**src/logic/ex_defs.svh**
```systemverilog
/*
 * Execute stage sizes, ALU function codes, operand selects
 * and branch-condition codes
 */
`ifndef EX_DEFS_SVH
`define EX_DEFS_SVH

`define EX_LANES     2  // Issue lanes
`define MULT_STAGES  4  // Multiplier pipeline depth
`define HISTORY_BITS 8  // Pattern history index width

//////////////////////////////
// ALU function codes
`define ALU_ADDQ   5'h00
`define ALU_SUBQ   5'h01
`define ALU_AND    5'h02
`define ALU_BIC    5'h03
`define ALU_BIS    5'h04
`define ALU_XOR    5'h06
`define ALU_SRL    5'h08
`define ALU_SLL    5'h09
`define ALU_SRA    5'h0a
`define ALU_MULQ   5'h0b  // Routed to the multiplier
`define ALU_CMPEQ  5'h0c
`define ALU_CMPLT  5'h0d
`define ALU_CMPULT 5'h0f

//////////////////////////////
// Operand selects
`define OPA_IS_REGA     2'h0
`define OPA_IS_MEM_DISP 2'h1
`define OPA_IS_NPC      2'h2
`define OPA_IS_NOT3     2'h3
`define OPB_IS_REGB     2'h0
`define OPB_IS_ALU_IMM  2'h1
`define OPB_IS_BR_DISP  2'h2

//////////////////////////////
// Branch conditions, instruction bits 28:26
`define BR_LBC 3'b000
`define BR_EQ  3'b001
`define BR_LT  3'b010
`define BR_LE  3'b011
`define BR_LBS 3'b100
`define BR_NE  3'b101
`define BR_GE  3'b110
`define BR_GT  3'b111

`endif

```
**src/logic/ex_pkg.sv**
```systemverilog
/* Vector types shared by the execute stage and its testbench */
`include "ex_defs.svh"

package ex_pkg;

  typedef logic [63:0] word_t;     // Data, address and PC
  typedef logic [31:0] instr_t;
  typedef logic [4:0]  reg_idx_t;  // Dest register or load tag
  typedef logic [4:0]  alu_func_t;
  typedef logic [1:0]  opa_sel_t;
  typedef logic [1:0]  opb_sel_t;

  typedef logic [`HISTORY_BITS-1:0] pht_idx_t;

  // Upper bit marks a branch, lower bit marks taken
  typedef logic [1:0] br_result_t;

endpackage

```
**src/logic/id_ex_latch.sv**
```systemverilog
/* ID/EX pipeline register for all issue lanes, held per lane on stall */
`timescale 1ns/100ps
`include "ex_defs.svh"

module id_ex_latch (
  input  logic                 clock,
  input  logic                 rst_n,
  input  logic                 valid_in        [`EX_LANES],
  input  ex_pkg::word_t        npc             [`EX_LANES],
  input  ex_pkg::word_t        ppc             [`EX_LANES],
  input  ex_pkg::pht_idx_t     pht_idx         [`EX_LANES],
  input  ex_pkg::instr_t       ir              [`EX_LANES],
  input  ex_pkg::reg_idx_t     dest_reg        [`EX_LANES],
  input  ex_pkg::word_t        rega            [`EX_LANES],
  input  ex_pkg::word_t        regb            [`EX_LANES],
  input  ex_pkg::opa_sel_t     opa_select      [`EX_LANES],
  input  ex_pkg::opb_sel_t     opb_select      [`EX_LANES],
  input  ex_pkg::alu_func_t    alu_func        [`EX_LANES],
  input  logic                 cond_branch     [`EX_LANES],
  input  logic                 uncond_branch   [`EX_LANES],
  input  logic                 rd_mem          [`EX_LANES],
  input  logic                 wr_mem          [`EX_LANES],
  input  logic                 stall_bus       [`EX_LANES],
  output logic                 l_valid         [`EX_LANES],
  output ex_pkg::word_t        l_npc           [`EX_LANES],
  output ex_pkg::word_t        l_ppc           [`EX_LANES],
  output ex_pkg::pht_idx_t     l_pht_idx       [`EX_LANES],
  output ex_pkg::instr_t       l_ir            [`EX_LANES],
  output ex_pkg::reg_idx_t     l_dest_reg      [`EX_LANES],
  output ex_pkg::word_t        l_rega          [`EX_LANES],
  output ex_pkg::word_t        l_regb          [`EX_LANES],
  output ex_pkg::opa_sel_t     l_opa_select    [`EX_LANES],
  output ex_pkg::opb_sel_t     l_opb_select    [`EX_LANES],
  output ex_pkg::alu_func_t    l_alu_func      [`EX_LANES],
  output logic                 l_cond_branch   [`EX_LANES],
  output logic                 l_uncond_branch [`EX_LANES],
  output logic                 l_rd_mem        [`EX_LANES],
  output logic                 l_wr_mem        [`EX_LANES]
);

  always_ff @(posedge clock or negedge rst_n)
  begin
    if (!rst_n)
      for (int i = 0; i < `EX_LANES; i++)
        l_valid[i] <= 1'b0;
    else
      for (int i = 0; i < `EX_LANES; i++)
        if (!stall_bus[i])
          l_valid[i] <= valid_in[i];
  end

  // Payload follows the valid bit, held on the same stall
  always_ff @(posedge clock)
  begin
    for (int i = 0; i < `EX_LANES; i++)
    begin
      if (!stall_bus[i])
      begin
        l_npc[i]           <= npc[i];
        l_ppc[i]           <= ppc[i];
        l_pht_idx[i]       <= pht_idx[i];
        l_ir[i]            <= ir[i];
        l_dest_reg[i]      <= dest_reg[i];
        l_rega[i]          <= rega[i];
        l_regb[i]          <= regb[i];
        l_opa_select[i]    <= opa_select[i];
        l_opb_select[i]    <= opb_select[i];
        l_alu_func[i]      <= alu_func[i];
        l_cond_branch[i]   <= cond_branch[i];
        l_uncond_branch[i] <= uncond_branch[i];
        l_rd_mem[i]        <= rd_mem[i];
        l_wr_mem[i]        <= wr_mem[i];
      end
    end
  end

  for (genvar i = 0; i < `EX_LANES; i++)
  begin : g_hold_chk
    // A stalled entry must reach the lane again unchanged
    a_hold: assert property (@(posedge clock) disable iff (!rst_n)
      stall_bus[i] |=> $stable(l_valid[i]) && $stable(l_ir[i])
                       && $stable(l_rega[i]) && $stable(l_regb[i]))
      else $error("Lane %0d entry changed while stalled", i);
  end

endmodule

```
**config.mk**
```make
export PLATFORM = sky130hd
export DESIGN_NAME = id_ex_latch
export DESIGN_NICKNAME = d
export VERILOG_FILES = /design/src/logic/ex_pkg.sv /design/src/logic/id_ex_latch.sv
export VERILOG_INCLUDE_DIRS = /design/src /design/src/logic
export SDC_FILE = /design/constraint.sdc
export NUM_CORES = 1
export LEC_CHECK = 0
export BUFFER_PORTS_ARGS = -buffer_cell sky130_fd_sc_hd__buf_4
export CAP_MARGIN = 15
export CELL_PAD_IN_SITES_DETAIL_PLACEMENT = 0
export CELL_PAD_IN_SITES_GLOBAL_PLACEMENT = 1
export CORE_AREA = 2 2 499 501
export CTS_CLUSTER_DIAMETER = 100
export DETAILED_ROUTE_END_ITERATION = 10
export DIE_AREA = 0 0 501 503
export MAX_ROUTING_LAYER = met4
export PLACE_DENSITY = 0.31
export SYNTH_ARGS = -nofsm -noshare
export SYNTH_HDL_FRONTEND = slang
export SYNTH_SLANG_ARGS = --single-unit
export TNS_END_PERCENT = 20
```
**constraint.sdc**
```tcl
create_clock -name clock -period 0.8 [get_ports clock]
set_input_delay 0.08 -clock clock [delete_from_list [all_inputs] [get_ports clock]]
set_output_delay 0.08 -clock clock [all_outputs]
set_load 0.01 [all_outputs]
```
==> impl_metrics.env <==
export IMPL_status="finished, violations left"
export IMPL_violations="negative setup slack"
export IMPL_crit_chain="buf_6"
export IMPL_viasPerCell=2.57
export IMPL_netlist_area_mm2=0.0189
export IMPL_cts_tree="yes"
export IMPL_critPathKind="flip-flop to primary output"
export IMPL_reg2reg_depth=2
export IMPL_hold_viol=0
export IMPL_fp_row_count=183
export IMPL_ys_seq_area_share_pct=99.8
export IMPL_critPathMaxStageDelay_ns=0.54
export IMPL_hold_worst_slack_ns=0.0894
export IMPL_wl_um=145000
export IMPL_drc=0
export IMPL_peakVddDrop_mv=1.80
export IMPL_antenna_left=0
export IMPL_path_clk_slew_ns=0.05
export IMPL_setup_ws_ns=-0.742
export IMPL_first_global_vias=17100
export IMPL_p_per_area_mw_per_mm2=2080
export IMPL_area_growth_pct=143
export IMPL_total_power_mw=95.4
export IMPL_p_leak_nw=17.8
export IMPL_dp_hpwl_um=124000
export IMPL_htreeDepth=3
export IMPL_cap_violations=0
export IMPL_period_share_pct=193
export IMPL_synth_nets=1268
export IMPL_synthCells=634
export IMPL_die_w_um=501
export IMPL_port_buffers=1263
export IMPL_max_slew_margin_pct=66.2
export IMPL_grt_ovfl_total=0
export IMPL_place_congestion=0.825
export IMPL_wl_per_cell_um=23.6
export IMPL_core_area_mm2=0.247
export IMPL_ys_types=4
export IMPL_drive_above_1_share_pct=50.9
export IMPL_cp_top_family="flip-flops"
export IMPL_crit_path_end_kind="primary output"
export IMPL_first_pass_iters=5
export IMPL_avgSynthCellArea_um2=29.9
export IMPL_hold_path_cell_count=2
export IMPL_io_pins=1264
export IMPL_drtIter0Drc=789
export IMPL_path_depth=1
export IMPL_cts_root_buffer="clkbuf_16"
export IMPL_start_util_pct=7.67
export IMPL_die_h_um=503
export IMPL_fmax_mhz=649
export IMPL_tns_ns=-401.93
export IMPL_placed_cells=5187
export IMPL_hp_class="input port to flip-flop"
export IMPL_yosys_warnings=0
export IMPL_vias=15900
export IMPL_grt_pass1_wl_um=180000
export IMPL_critical_path_required_ns=0.72
export IMPL_clockBufferDepth=3
export IMPL_period_minus_slack_ns=1.54
export IMPL_start_kind="flip-flop"
export IMPL_rsz0062_at_grt="true"
export IMPL_critPathBufInv=1
export IMPL_yosys_register_bits=630
export IMPL_tightest_slew_ns=0.506
export IMPL_cp_arrival_ns=1.46
export IMPL_grt_max_degree=44
export IMPL_cp_slowest_cell="edfxtp_1"
export IMPL_fill_cells=27000
export IMPL_setup_viol=1049
export IMPL_numCtsBuffers=87
export IMPL_clock_latency_ns=0.70
export IMPL_final_nets=3412
export IMPL_cp_max_fo=1
export IMPL_antenna_found_initial=127
export IMPL_finClkSkew_ns=0
export IMPL_finalMaxSlewViolations=0
export IMPL_die_area_mm2=0.252
export IMPL_grt_util_all_layers_pct=11.3
export IMPL_layout_cells_non_filler=6173
export IMPL_clock_sinks=630
## layer usage
metal  global-route usage (%)  vias up  part of all wire (%)
met4                     2.53        0                   2.1
met5                        -        -                     0
met1                     13.6     7667                    42
li1                         -     7056                     -
met3                     5.01      154                    11
met2                     17.4      996                    45
## kinds of logic (layout without fill, tap and decap cells)
family | Yosys count | in the layout | share of synthesized area, %
other | 0 | 95 | 0
buffers and inverters | 2 | 2209 | 0.0396
DFF | 630 | 630 | 99.8
muxes | 2 | 2 | 0.159
## final timing paths
path / startpoint / end / slack, ns
worst max-delay path: l_rega[1]$_DFFE_PN_ / l_rega[1] / -0.74
worst min-delay path: rega[8] / l_rega[8]$_DFFE_PN_ / 0.09
worst max register to register: l_valid[1]$_DFFE_PN0N_ / l_valid[1]$_DFFE_PN0N_ / -0.10
worst min register to register: l_valid[0]$_DFFE_PN0N_ / l_valid[0]$_DFFE_PN0N_ / 0.59
max in group asynchronous: rst_n / l_valid[1]$_DFFE_PN0N_ / 0.34
min in group asynchronous: rst_n / l_valid[0]$_DFFE_PN0N_ / 0.30
## cells in the mapped netlist
cell type / n / area (um2)
edfxtp_1: 628 / 18900
inv_1: 2 / 7.51
dfrtp_1: 2 / 50.1
mux2_4: 2 / 30.0
## metrics by stage
step	util, %	setup slack (ns)	area, um2
5_1_grt	18.6	-0.818	45900
2_1_floorplan	-	-4.29	19000
4_1_cts	18.3	-0.846	45300
3_3_place_gp	13.4	-0.570	33200
3_5_place_dp	13.4	-0.565	33200
6_report	18.6	-0.742	46000
## report_power, final
part,internal (mW),switching (mW),total [mW]
logic,9.07,6.35,15.4
clock network,22.5,16.4,38.9
registers,39.4,1.68,41.0
total,70.9,24.5,95.4
## cell type report
class	instances	area (um2)	area share (%)
diodes	95	238	0.517
clock buffers	107	2250	4.90
clock inverters	45	548	1.19
inverters	2	15.0	0.0327
multi-input cells	2	30.0	0.0653
flip-flops and latches	630	18900	41.1
well taps	3237	4050	8.81
repair buffers	2055	19900	43.3
## repair_timing
action                                 4_1_cts  5_1_grt
endpoints found under the hold margin      649        1
hold buffers                               739        2
setup endpoints to repair                  630     1245
resized for setup                          518      102
setup buffers                                0        1
## cell usage in the layout (no fill, tap or decap), drive strengths merged
master / count
bufinv: 7
clkbuf: 107
edfxtp: 628
clkinv: 25
mux2: 2
dfrtp: 2
diode: 95
dlygate4sd3: 740
inv: 10
clkinvlp: 5
buf: 1315
Note: power is estimated with default switching activity, not from simulation.
