[src/logic/ex_defs.svh]
/*
 * Execute stage sizes, ALU function codes, operand selects
 * and branch-condition codes
 */
`ifndef EX_DEFS_SVH
`define EX_DEFS_SVH

`define EX_LANES     2  // Issue lanes
`define MULT_STAGES  4  // Multiplier pipeline depth
`define HISTORY_BITS 8  // Pattern history index width

//////////////////////////////
// ALU function codes
`define ALU_ADDQ   5'h00
`define ALU_SUBQ   5'h01
`define ALU_AND    5'h02
`define ALU_BIC    5'h03
`define ALU_BIS    5'h04
`define ALU_XOR    5'h06
`define ALU_SRL    5'h08
`define ALU_SLL    5'h09
`define ALU_SRA    5'h0a
`define ALU_MULQ   5'h0b  // Routed to the multiplier
`define ALU_CMPEQ  5'h0c
`define ALU_CMPLT  5'h0d
`define ALU_CMPULT 5'h0f

//////////////////////////////
// Operand selects
`define OPA_IS_REGA     2'h0
`define OPA_IS_MEM_DISP 2'h1
`define OPA_IS_NPC      2'h2
`define OPA_IS_NOT3     2'h3
`define OPB_IS_REGB     2'h0
`define OPB_IS_ALU_IMM  2'h1
`define OPB_IS_BR_DISP  2'h2

//////////////////////////////
// Branch conditions, instruction bits 28:26
`define BR_LBC 3'b000
`define BR_EQ  3'b001
`define BR_LT  3'b010
`define BR_LE  3'b011
`define BR_LBS 3'b100
`define BR_NE  3'b101
`define BR_GE  3'b110
`define BR_GT  3'b111

`endif

[src/logic/ex_pkg.sv]
/* Vector types shared by the execute stage and its testbench */
`include "ex_defs.svh"

package ex_pkg;

  typedef logic [63:0] word_t;     // Data, address and PC
  typedef logic [31:0] instr_t;
  typedef logic [4:0]  reg_idx_t;  // Dest register or load tag
  typedef logic [4:0]  alu_func_t;
  typedef logic [1:0]  opa_sel_t;
  typedef logic [1:0]  opb_sel_t;

  typedef logic [`HISTORY_BITS-1:0] pht_idx_t;

  // Upper bit marks a branch, lower bit marks taken
  typedef logic [1:0] br_result_t;

endpackage

[src/logic/result_arbiter.sv]
/* Writeback slot arbitration per lane: memory, then multiplier, then ALU */
`timescale 1ns/100ps
`include "ex_defs.svh"

module result_arbiter (
  input  logic               clock,
  input  logic               rst_n,
  input  logic               alu_valid        [`EX_LANES],
  input  ex_pkg::word_t      alu_result       [`EX_LANES],
  input  ex_pkg::reg_idx_t   dest             [`EX_LANES],
  input  ex_pkg::word_t      npc              [`EX_LANES],
  input  ex_pkg::br_result_t br_result        [`EX_LANES],
  input  logic               mispredict       [`EX_LANES],
  input  ex_pkg::pht_idx_t   pht_idx          [`EX_LANES],
  input  logic               mult_issue       [`EX_LANES],
  input  logic               mult_valid       [`EX_LANES],
  input  ex_pkg::word_t      mult_result      [`EX_LANES],
  input  ex_pkg::reg_idx_t   mult_dest        [`EX_LANES],
  input  ex_pkg::word_t      mult_npc         [`EX_LANES],
  input  logic               mem_valid,
  input  ex_pkg::reg_idx_t   mem_tag,
  input  ex_pkg::word_t      mem_value,
  output logic               stall_bus        [`EX_LANES],
  output logic               mult_freeze      [`EX_LANES],
  output logic               ex_valid         [`EX_LANES],
  output ex_pkg::word_t      ex_npc           [`EX_LANES],
  output ex_pkg::reg_idx_t   ex_dest_reg      [`EX_LANES],
  output ex_pkg::word_t      ex_result        [`EX_LANES],
  output logic               ex_mispredict    [`EX_LANES],
  output ex_pkg::br_result_t ex_branch_result [`EX_LANES],
  output ex_pkg::pht_idx_t   ex_pht_idx       [`EX_LANES]
);

  localparam int LAST = `EX_LANES - 1;  // Only lane with memory returns

  logic mem_gnt [`EX_LANES];
  logic mult_gnt [`EX_LANES];
  logic alu_gnt [`EX_LANES];

  always_comb
  begin
    for (int i = 0; i < `EX_LANES; i++)
    begin
      mem_gnt[i]     = (i == LAST) && mem_valid;
      mult_gnt[i]    = mult_valid[i] && !mem_gnt[i];
      alu_gnt[i]     = alu_valid[i] && !mem_gnt[i] && !mult_valid[i];
      mult_freeze[i] = mem_gnt[i];
      // Losing ALU op retries, mult entry waits out the freeze
      stall_bus[i]   = (alu_valid[i] && !alu_gnt[i]) || (mult_issue[i] && mult_freeze[i]);
    end
  end

  always_ff @(posedge clock or negedge rst_n)
  begin
    if (!rst_n)
      for (int i = 0; i < `EX_LANES; i++)
        ex_valid[i] <= 1'b0;
    else
      for (int i = 0; i < `EX_LANES; i++)
        ex_valid[i] <= mem_gnt[i] || mult_gnt[i] || alu_gnt[i];
  end

  //////////////////////////////
  // Winner payload
  always_ff @(posedge clock)
  begin
    for (int i = 0; i < `EX_LANES; i++)
    begin
      ex_pht_idx[i] <= pht_idx[i];
      if (mem_gnt[i])
      begin
        ex_npc[i]           <= '0;
        ex_dest_reg[i]      <= mem_tag;
        ex_result[i]        <= mem_value;
        ex_mispredict[i]    <= 1'b0;
        ex_branch_result[i] <= 2'b00;
      end
      else if (mult_gnt[i])
      begin
        ex_npc[i]           <= mult_npc[i];
        ex_dest_reg[i]      <= mult_dest[i];
        ex_result[i]        <= mult_result[i];
        ex_mispredict[i]    <= 1'b0;
        ex_branch_result[i] <= 2'b00;   // Never a branch
      end
      else
      begin
        ex_npc[i]           <= npc[i];
        ex_dest_reg[i]      <= dest[i];
        ex_result[i]        <= alu_result[i];
        ex_mispredict[i]    <= mispredict[i];
        ex_branch_result[i] <= br_result[i];
      end
    end
  end

  for (genvar i = 0; i < `EX_LANES; i++)
  begin : g_arb_chk
    a_one_gnt: assert property (@(posedge clock) disable iff (!rst_n)
      $onehot0({mem_gnt[i], mult_gnt[i], alu_gnt[i]}))
      else $error("Lane %0d slot granted twice", i);
    // Frozen product must still be there next cycle
    a_freeze_hold: assert property (@(posedge clock) disable iff (!rst_n)
      mult_freeze[i] && mult_valid[i] |=> mult_valid[i] && $stable(mult_result[i]))
      else $error("Lane %0d product lost under freeze", i);
  end

endmodule

[config.mk]
export PLATFORM = sky130hd
export DESIGN_NAME = result_arbiter
export DESIGN_NICKNAME = d
export VERILOG_FILES = /design/src/logic/ex_pkg.sv /design/src/logic/result_arbiter.sv
export VERILOG_INCLUDE_DIRS = /design/src /design/src/logic
export SDC_FILE = /design/constraint.sdc
export NUM_CORES = 1
export LEC_CHECK = 0
export BUFFER_PORTS_ARGS = -buffer_cell sky130_fd_sc_hd__buf_2
export CAP_MARGIN = 25
export CORE_AREA = 2 2 357 359
export CTS_CLUSTER_SIZE = 30
export DETAILED_ROUTE_END_ITERATION = 16
export DIE_AREA = 0 0 359 361
export MAX_ROUTING_LAYER = met4
export PLACE_DENSITY = 0.3
export SLEW_MARGIN = 15
export SYNTH_ARGS = -nofsm -noshare
export SYNTH_HDL_FRONTEND = slang
export SYNTH_SLANG_ARGS = --single-unit
[constraint.sdc]
create_clock -name clock -period 1.3 [get_ports clock]
set_input_delay 0.195 -clock clock [delete_from_list [all_inputs] [get_ports clock]]
set_output_delay 0.195 -clock clock [all_outputs]
set_load 0.02 [all_outputs]
==> results of run 1 <==
cell families after synthesis:
kind of cell           after synthesis  share of synthesized area (%)
flip-flops                         290                           58.4
multiplexers                       266                           28.4
AND/OR/NAND/NOR                    145                           5.69
AO/OA/AOI/OAI                       70                           3.52
buffers and inverters               55                           4.02
other                                1                         0.0376
synth_stat cells:
cell type,number
and2_1,4
mux2i_1,133
clkbuf_2,1
buf_6,7
or3_1,1
o21ai_0,69
nor2_1,67
buf_8,5
buf_4,17
or2_2,1
conb_1,1
dfrtp_1,2
clkbuf_1,9
buf_2,16
a21oi_1,1
mux2_2,133
nand2_1,69
nor2b_1,3
dfxtp_1,288
stage by stage:
step	cells	total power [mW]	utilization, %
floorplan	827	11.9	-
global placement	3388	14.3	13.3
detailed placement	3388	14.2	13.3
CTS	4041	29.7	20.3
global route	4046	30.5	20.4
finish	4063	29.0	20.4
worst min path at each step:
| stage | endpoint | slack, ns | depth (start not counted) |
|---|---|---|---|
| floorplan | ex_valid[0]$_DFF_PN0_ | -0.10 | 0 |
| global placement | ex_valid[0]$_DFF_PN0_ | -0.0009 | 1 |
| detailed placement | ex_valid[0]$_DFF_PN0_ | 0.0004 | 1 |
| CTS | ex_valid[1]$_DFF_PN0_ | 0.003 | 2 |
| global route | ex_valid[1]$_DFF_PN0_ | 0.03 | 2 |
| finish | ex_valid[1]$_DFF_PN0_ | 0.04 | 2 |
report_power, final:
part | leakage [nW] | internal [mW] | switching, mW
registers | 2.46 | 9.66 | 0.303
clock network | 0.733 | 7.82 | 4.74
logic | 8.50 | 3.84 | 2.64
per-layer routing:
layer	GRT usage, %	share of wire, %	vias to the layer above	wire length, um
li1	-	-	5925	-
met1	12.1	39	5635	28000
met2	19.4	50	606	36100
met3	3.44	8.1	130	5830
met4	2.57	2.5	0	1770
met5	-	0	-	0
what timing repair did:
action | CTS | global route
setup endpoints to repair | 262 | 59
hold buffers | 577 | 0
buffers inserted | 0 | 0
gates resized for setup | 570 | 34
hold endpoints to repair | 291 | 0
layout make-up:
cell class                      instances  area (um^2)
Fill cell                           14000        99800
Clock buffer                           61         1280
Antenna cell                           22         55.1
Sequential cell                       290         6020
Timing Repair Buffer                 1543        12200
Tap cell                             1650         2060
Clock inverter                         15          226
Multi-Input combinational cell        482         3760
==> reports/results.txt, run 1 <==
drt initial violations - 389
top cell type's share of synthesized area - 57.9%
dpl hpwl - 58,300 um
Max-cap violations - 0
commonest cells after routing, fill and taps aside - buf_2, dlygate4sd3_1, buf_6
sum of negative setup slack - -0.141 ns
most common cell after layout, fill and taps aside - buf_2
crit path launch - ex_valid[0]$_DFF_PN0_
row count - 130
PortBufs - 923
critical path launch point type - register
Synth Register Bits - 290
worst hold margin - 0.0442 ns
Critical path destination - ex_valid[0]
top area cells in the synthesized netlist - dfxtp_1, mux2_2, mux2i_1
Placed Area - 16,700 um^2
WP buf/inv - 1
Final Cell Area - 25,600 um^2
share of cells above drive strength 1 - 55.0%
leakage - 11.7 nW
Synthesized Nets - 1,459
full die area - 130,000 um^2
fraction of the cycle the final worst path needs - 106%
DRT Wirelength - 71,700 um
largest net degree at the start of global routing - 46
area of the mapped netlist - 9970 um^2
maximum clock frequency - 726 MHz
CP Max Fanout - 1
Starting Density - 7.95%
CP max stage delay - 0.44 ns
first-pass GRT wire length - 97,400 um
Worst EP arrival - 1.18 ns
initial antenna violation count - 59
outcome - finished with violations
Final ANT Viol Nets - 0
critical path depth in cells - 1
die width - 359 um
Hold Fails Final Rpt - 0
DIE HEIGHT - 361 um
area grow syn2layout - 157%
TritonRoute pass-1 iters - 4
H-Tree Depth - 2
core outline area - 125,000 um^2
min cycle time layout - 1.38 ns
GRT Overall Usage - 11.0%
Vias per Instance - 3.03
CP Class - reg -> out
max_slew headroom - 61.5%
wire length per cell - 17.7 um
GRT overflow - 0
routed via count - 12,300
Layout Nets - 2,992
fin. max-slew vios - 0
Critical Path End Type - output pin
Place WS - -0.387 ns
failing checks - setup timing
slew at the pin closest to its max-slew limit - 0.576 ns
worst hold path class - in -> reg
Mapped Avg Cell Area - 12.1 um^2
Reg clk slew, reported paths - 0.05 ns
crit-path leading delay family - flip-flops
Sink Count - 290
DRC - 0
vias in the first global route - 13,200
clock buffer count from CTS - 43
largest registers - ex_npc (128), ex_result (128), ex_pht_idx (16)
Synth area leader - dfxtp_1
worst-path cell chain - buf_6
routability cong. - 0.846
VDD IR max - 0.935 mV
IO Count - 926
Final setup viols - 2
worst setup margin - -0.0773 ns
maximum clock insertion buffer count - 3
unrepaired setup endpoints after global routing - true
post-synthesis cell count - 827
slowest CP cell - dfrtp_2
CTS tree - yes
hold path start - mult_valid[1]
CP required - 1.11 ns
PwrDens - 1130 nW/um^2
post-synthesis sequential area ratio - 58.4%
Ys Warns - 0
CTS root buf - clkbuf_16
post-synth cell types - 19
(Power assumes the default switching activity.)
==> inputs of run 2 (changes only) <==
- CTS_CLUSTER_DIAMETER: default -> 120
- REMOVE_ABC_BUFFERS: default -> 1
==> reports/results.txt, run 2 (same netlist as run 1, synthesis figures left out) <==
largest net degree at the start of global routing - 39 (-15%)
critical path launch point type - register
min cycle time layout - 1.39 ns (+0.0105 ns)
maximum clock frequency - 721 MHz (-0.76%)
Layout Nets - 2,973 (-0.64%)
core outline area - 125,000 um^2 (unchanged)
Starting Density - 7.95% (unchanged)
full die area - 130,000 um^2 (unchanged)
fraction of the cycle the final worst path needs - 107% (+0.81 points)
register area - 6190 um^2 (+2.7%)
CTS root buf - clkbuf_16
row count - 130 (unchanged)
drt initial violations - 280 (-28%)
Worst EP arrival - 1.19 ns (about the same)
largest registers - ex_npc (128), ex_result (128), ex_pht_idx (16)
IO Count - 926 (unchanged)
dpl hpwl - 69,000 um (+18%)
Fill cells - 14,000 (-0.014%)
WP buf/inv - 1 (unchanged)
Sink Count - 290 (unchanged)
failing checks - setup timing
leakage - 11.6 nW (-0.80%)
VDD IR max - 0.865 mV (-7.5%)
slowest CP cell - dfrtp_1
sum of negative setup slack - -0.364 ns (-0.223 ns)
Critical Path End Type - output pin
Post-CTS Setup Inserts - 0 (unchanged)
Final setup viols - 17 (+15)
CP Class - reg -> out
CP required - 1.11 ns (about the same)
die width - 359 um (unchanged)
worst hold path class - in -> reg
H-Tree Depth - 1 (-1)
Vias per Instance - 3.04 (+0.31%)
CP Max Fanout - 1 (unchanged)
clock buffer count from CTS - 23 (-47%)
routed via count - 12,200 (-0.43%)
vias in the first global route - 13,500 (+2.3%)
most common cell after layout, fill and taps aside - buf_2
unrepaired setup endpoints after global routing - true
Final ANT Viol Nets - 0 (unchanged)
maximum clock insertion buffer count - 3 (unchanged)
DRC - 0 (unchanged)
crit-path leading delay family - flip-flops
initial antenna violation count - 87 (+47%)
utilization after layout - 20.5% (+0.082 points)
routability cong. - 0.763 (-9.8%)
# placed instances - 3,402 (+0.41%)
DIE HEIGHT - 361 um (unchanged)
PortBufs - 923 (unchanged)
CTS tree - yes
GRT Overall Usage - 12.5% (+1.4 points)
fin. max-slew vios - 0 (unchanged)
area grow syn2layout - 158%
worst setup margin - -0.0878 ns (-0.0105 ns)
DRT Wirelength - 81,100 um (+13%)
outcome - finished with violations
TritonRoute pass-1 iters - 4 (unchanged)
PwrDens - 1000 nW/um^2 (-12%)
Max-cap violations - 0 (unchanged)
share of cells above drive strength 1 - 61.1% (+6.1 points)
Hold Fails Final Rpt - 0 (unchanged)
GRT overflow - 0 (unchanged)
CP max stage delay - 0.42 ns (-0.02 ns)
final cell count without fillers - 4,033 (-0.74%)
worst-path cell chain - buf_6
wire length per cell - 20.1 um (+14%)
first-pass GRT wire length - 108,000 um (+11%)
commonest cells after routing, fill and taps aside - buf_2, dlygate4sd3_1, dfxtp_2
multi-input logic area - 3750 um^2 (-0.20%)
Reg clk slew, reported paths - 0.12 ns (+0.07 ns)
[run 2: changes by cell type in the layout (fill, tap and decap cells not counted), sizes merged, moves of 4 or more]
cell         previous run  this run
buf                   965       980
bufinv                  5         1
clkbuf                 62        24
clkinv                  5        10
dlygate4sd3           577       564
inv                     2         7
[run 2: area by class of cell]
class | instances | share of cell area, %
diodes | 25 | 0.243
clock buffers | 24 | 2.25
clock inverters | 18 | 1.36
multi-input cells | 482 | 14.6
flip-flops and latches | 290 | 24.0
well taps | 1650 | 8.02
repair buffers | 1544 | 49.5
[run 2: through the flow]
step / total power, mW / hold WS, ns / setup WS [ns] / area, um^2
6_report: 25.7 / 0.0688 / -0.0878 / 25700
3_5_place_dp: 14.5 / 0.0186 / -0.104 / 16800
4_1_cts: 26.4 / 0.0247 / -0.168 / 25600
5_1_grt: 27.2 / 0.0423 / -0.158 / 25700
2_1_floorplan: 11.6 / -0.101 / 0.580 / 9570
3_3_place_gp: 14.5 / 0.0231 / -0.0870 / 16800
[run 2: final timing paths]
kind,to,startpoint,cells past startpoint
hold / removal,ex_result[22]$_DFF_P_,mem_valid,3
min in group asynchronous,ex_valid[1]$_DFF_PN0_,rst_n,3
setup / recovery,ex_valid[1],ex_valid[1]$_DFF_PN0_,1
max in group asynchronous,ex_valid[0]$_DFF_PN0_,rst_n,3
[run 2: report_power, final]
group,switching (mW),internal (mW)
Combinational,2.83,4.08
Sequential,0.350,9.71
Clock,4.85,3.92
Total,8.03,17.7
[run 2: what timing repair did]
action | in CTS | in global routing
hold buffers | 564 | 0
cloned | 0 | 0
endpoints found under the setup margin | 290 | 286
endpoints found under the hold margin | 292 | 0
gates resized for setup | 883 | 11
[run 2: metal layers]
layer / track usage [%] / wire, um / vias up
met2: 21.4 / 39400 / 668
met1: 12.6 / 29900 / 5566
met4: 2.82 / 2390 / 0
met5: - / 0 / -
met3: 6.41 / 9460 / 150
li1: - / - / 5859
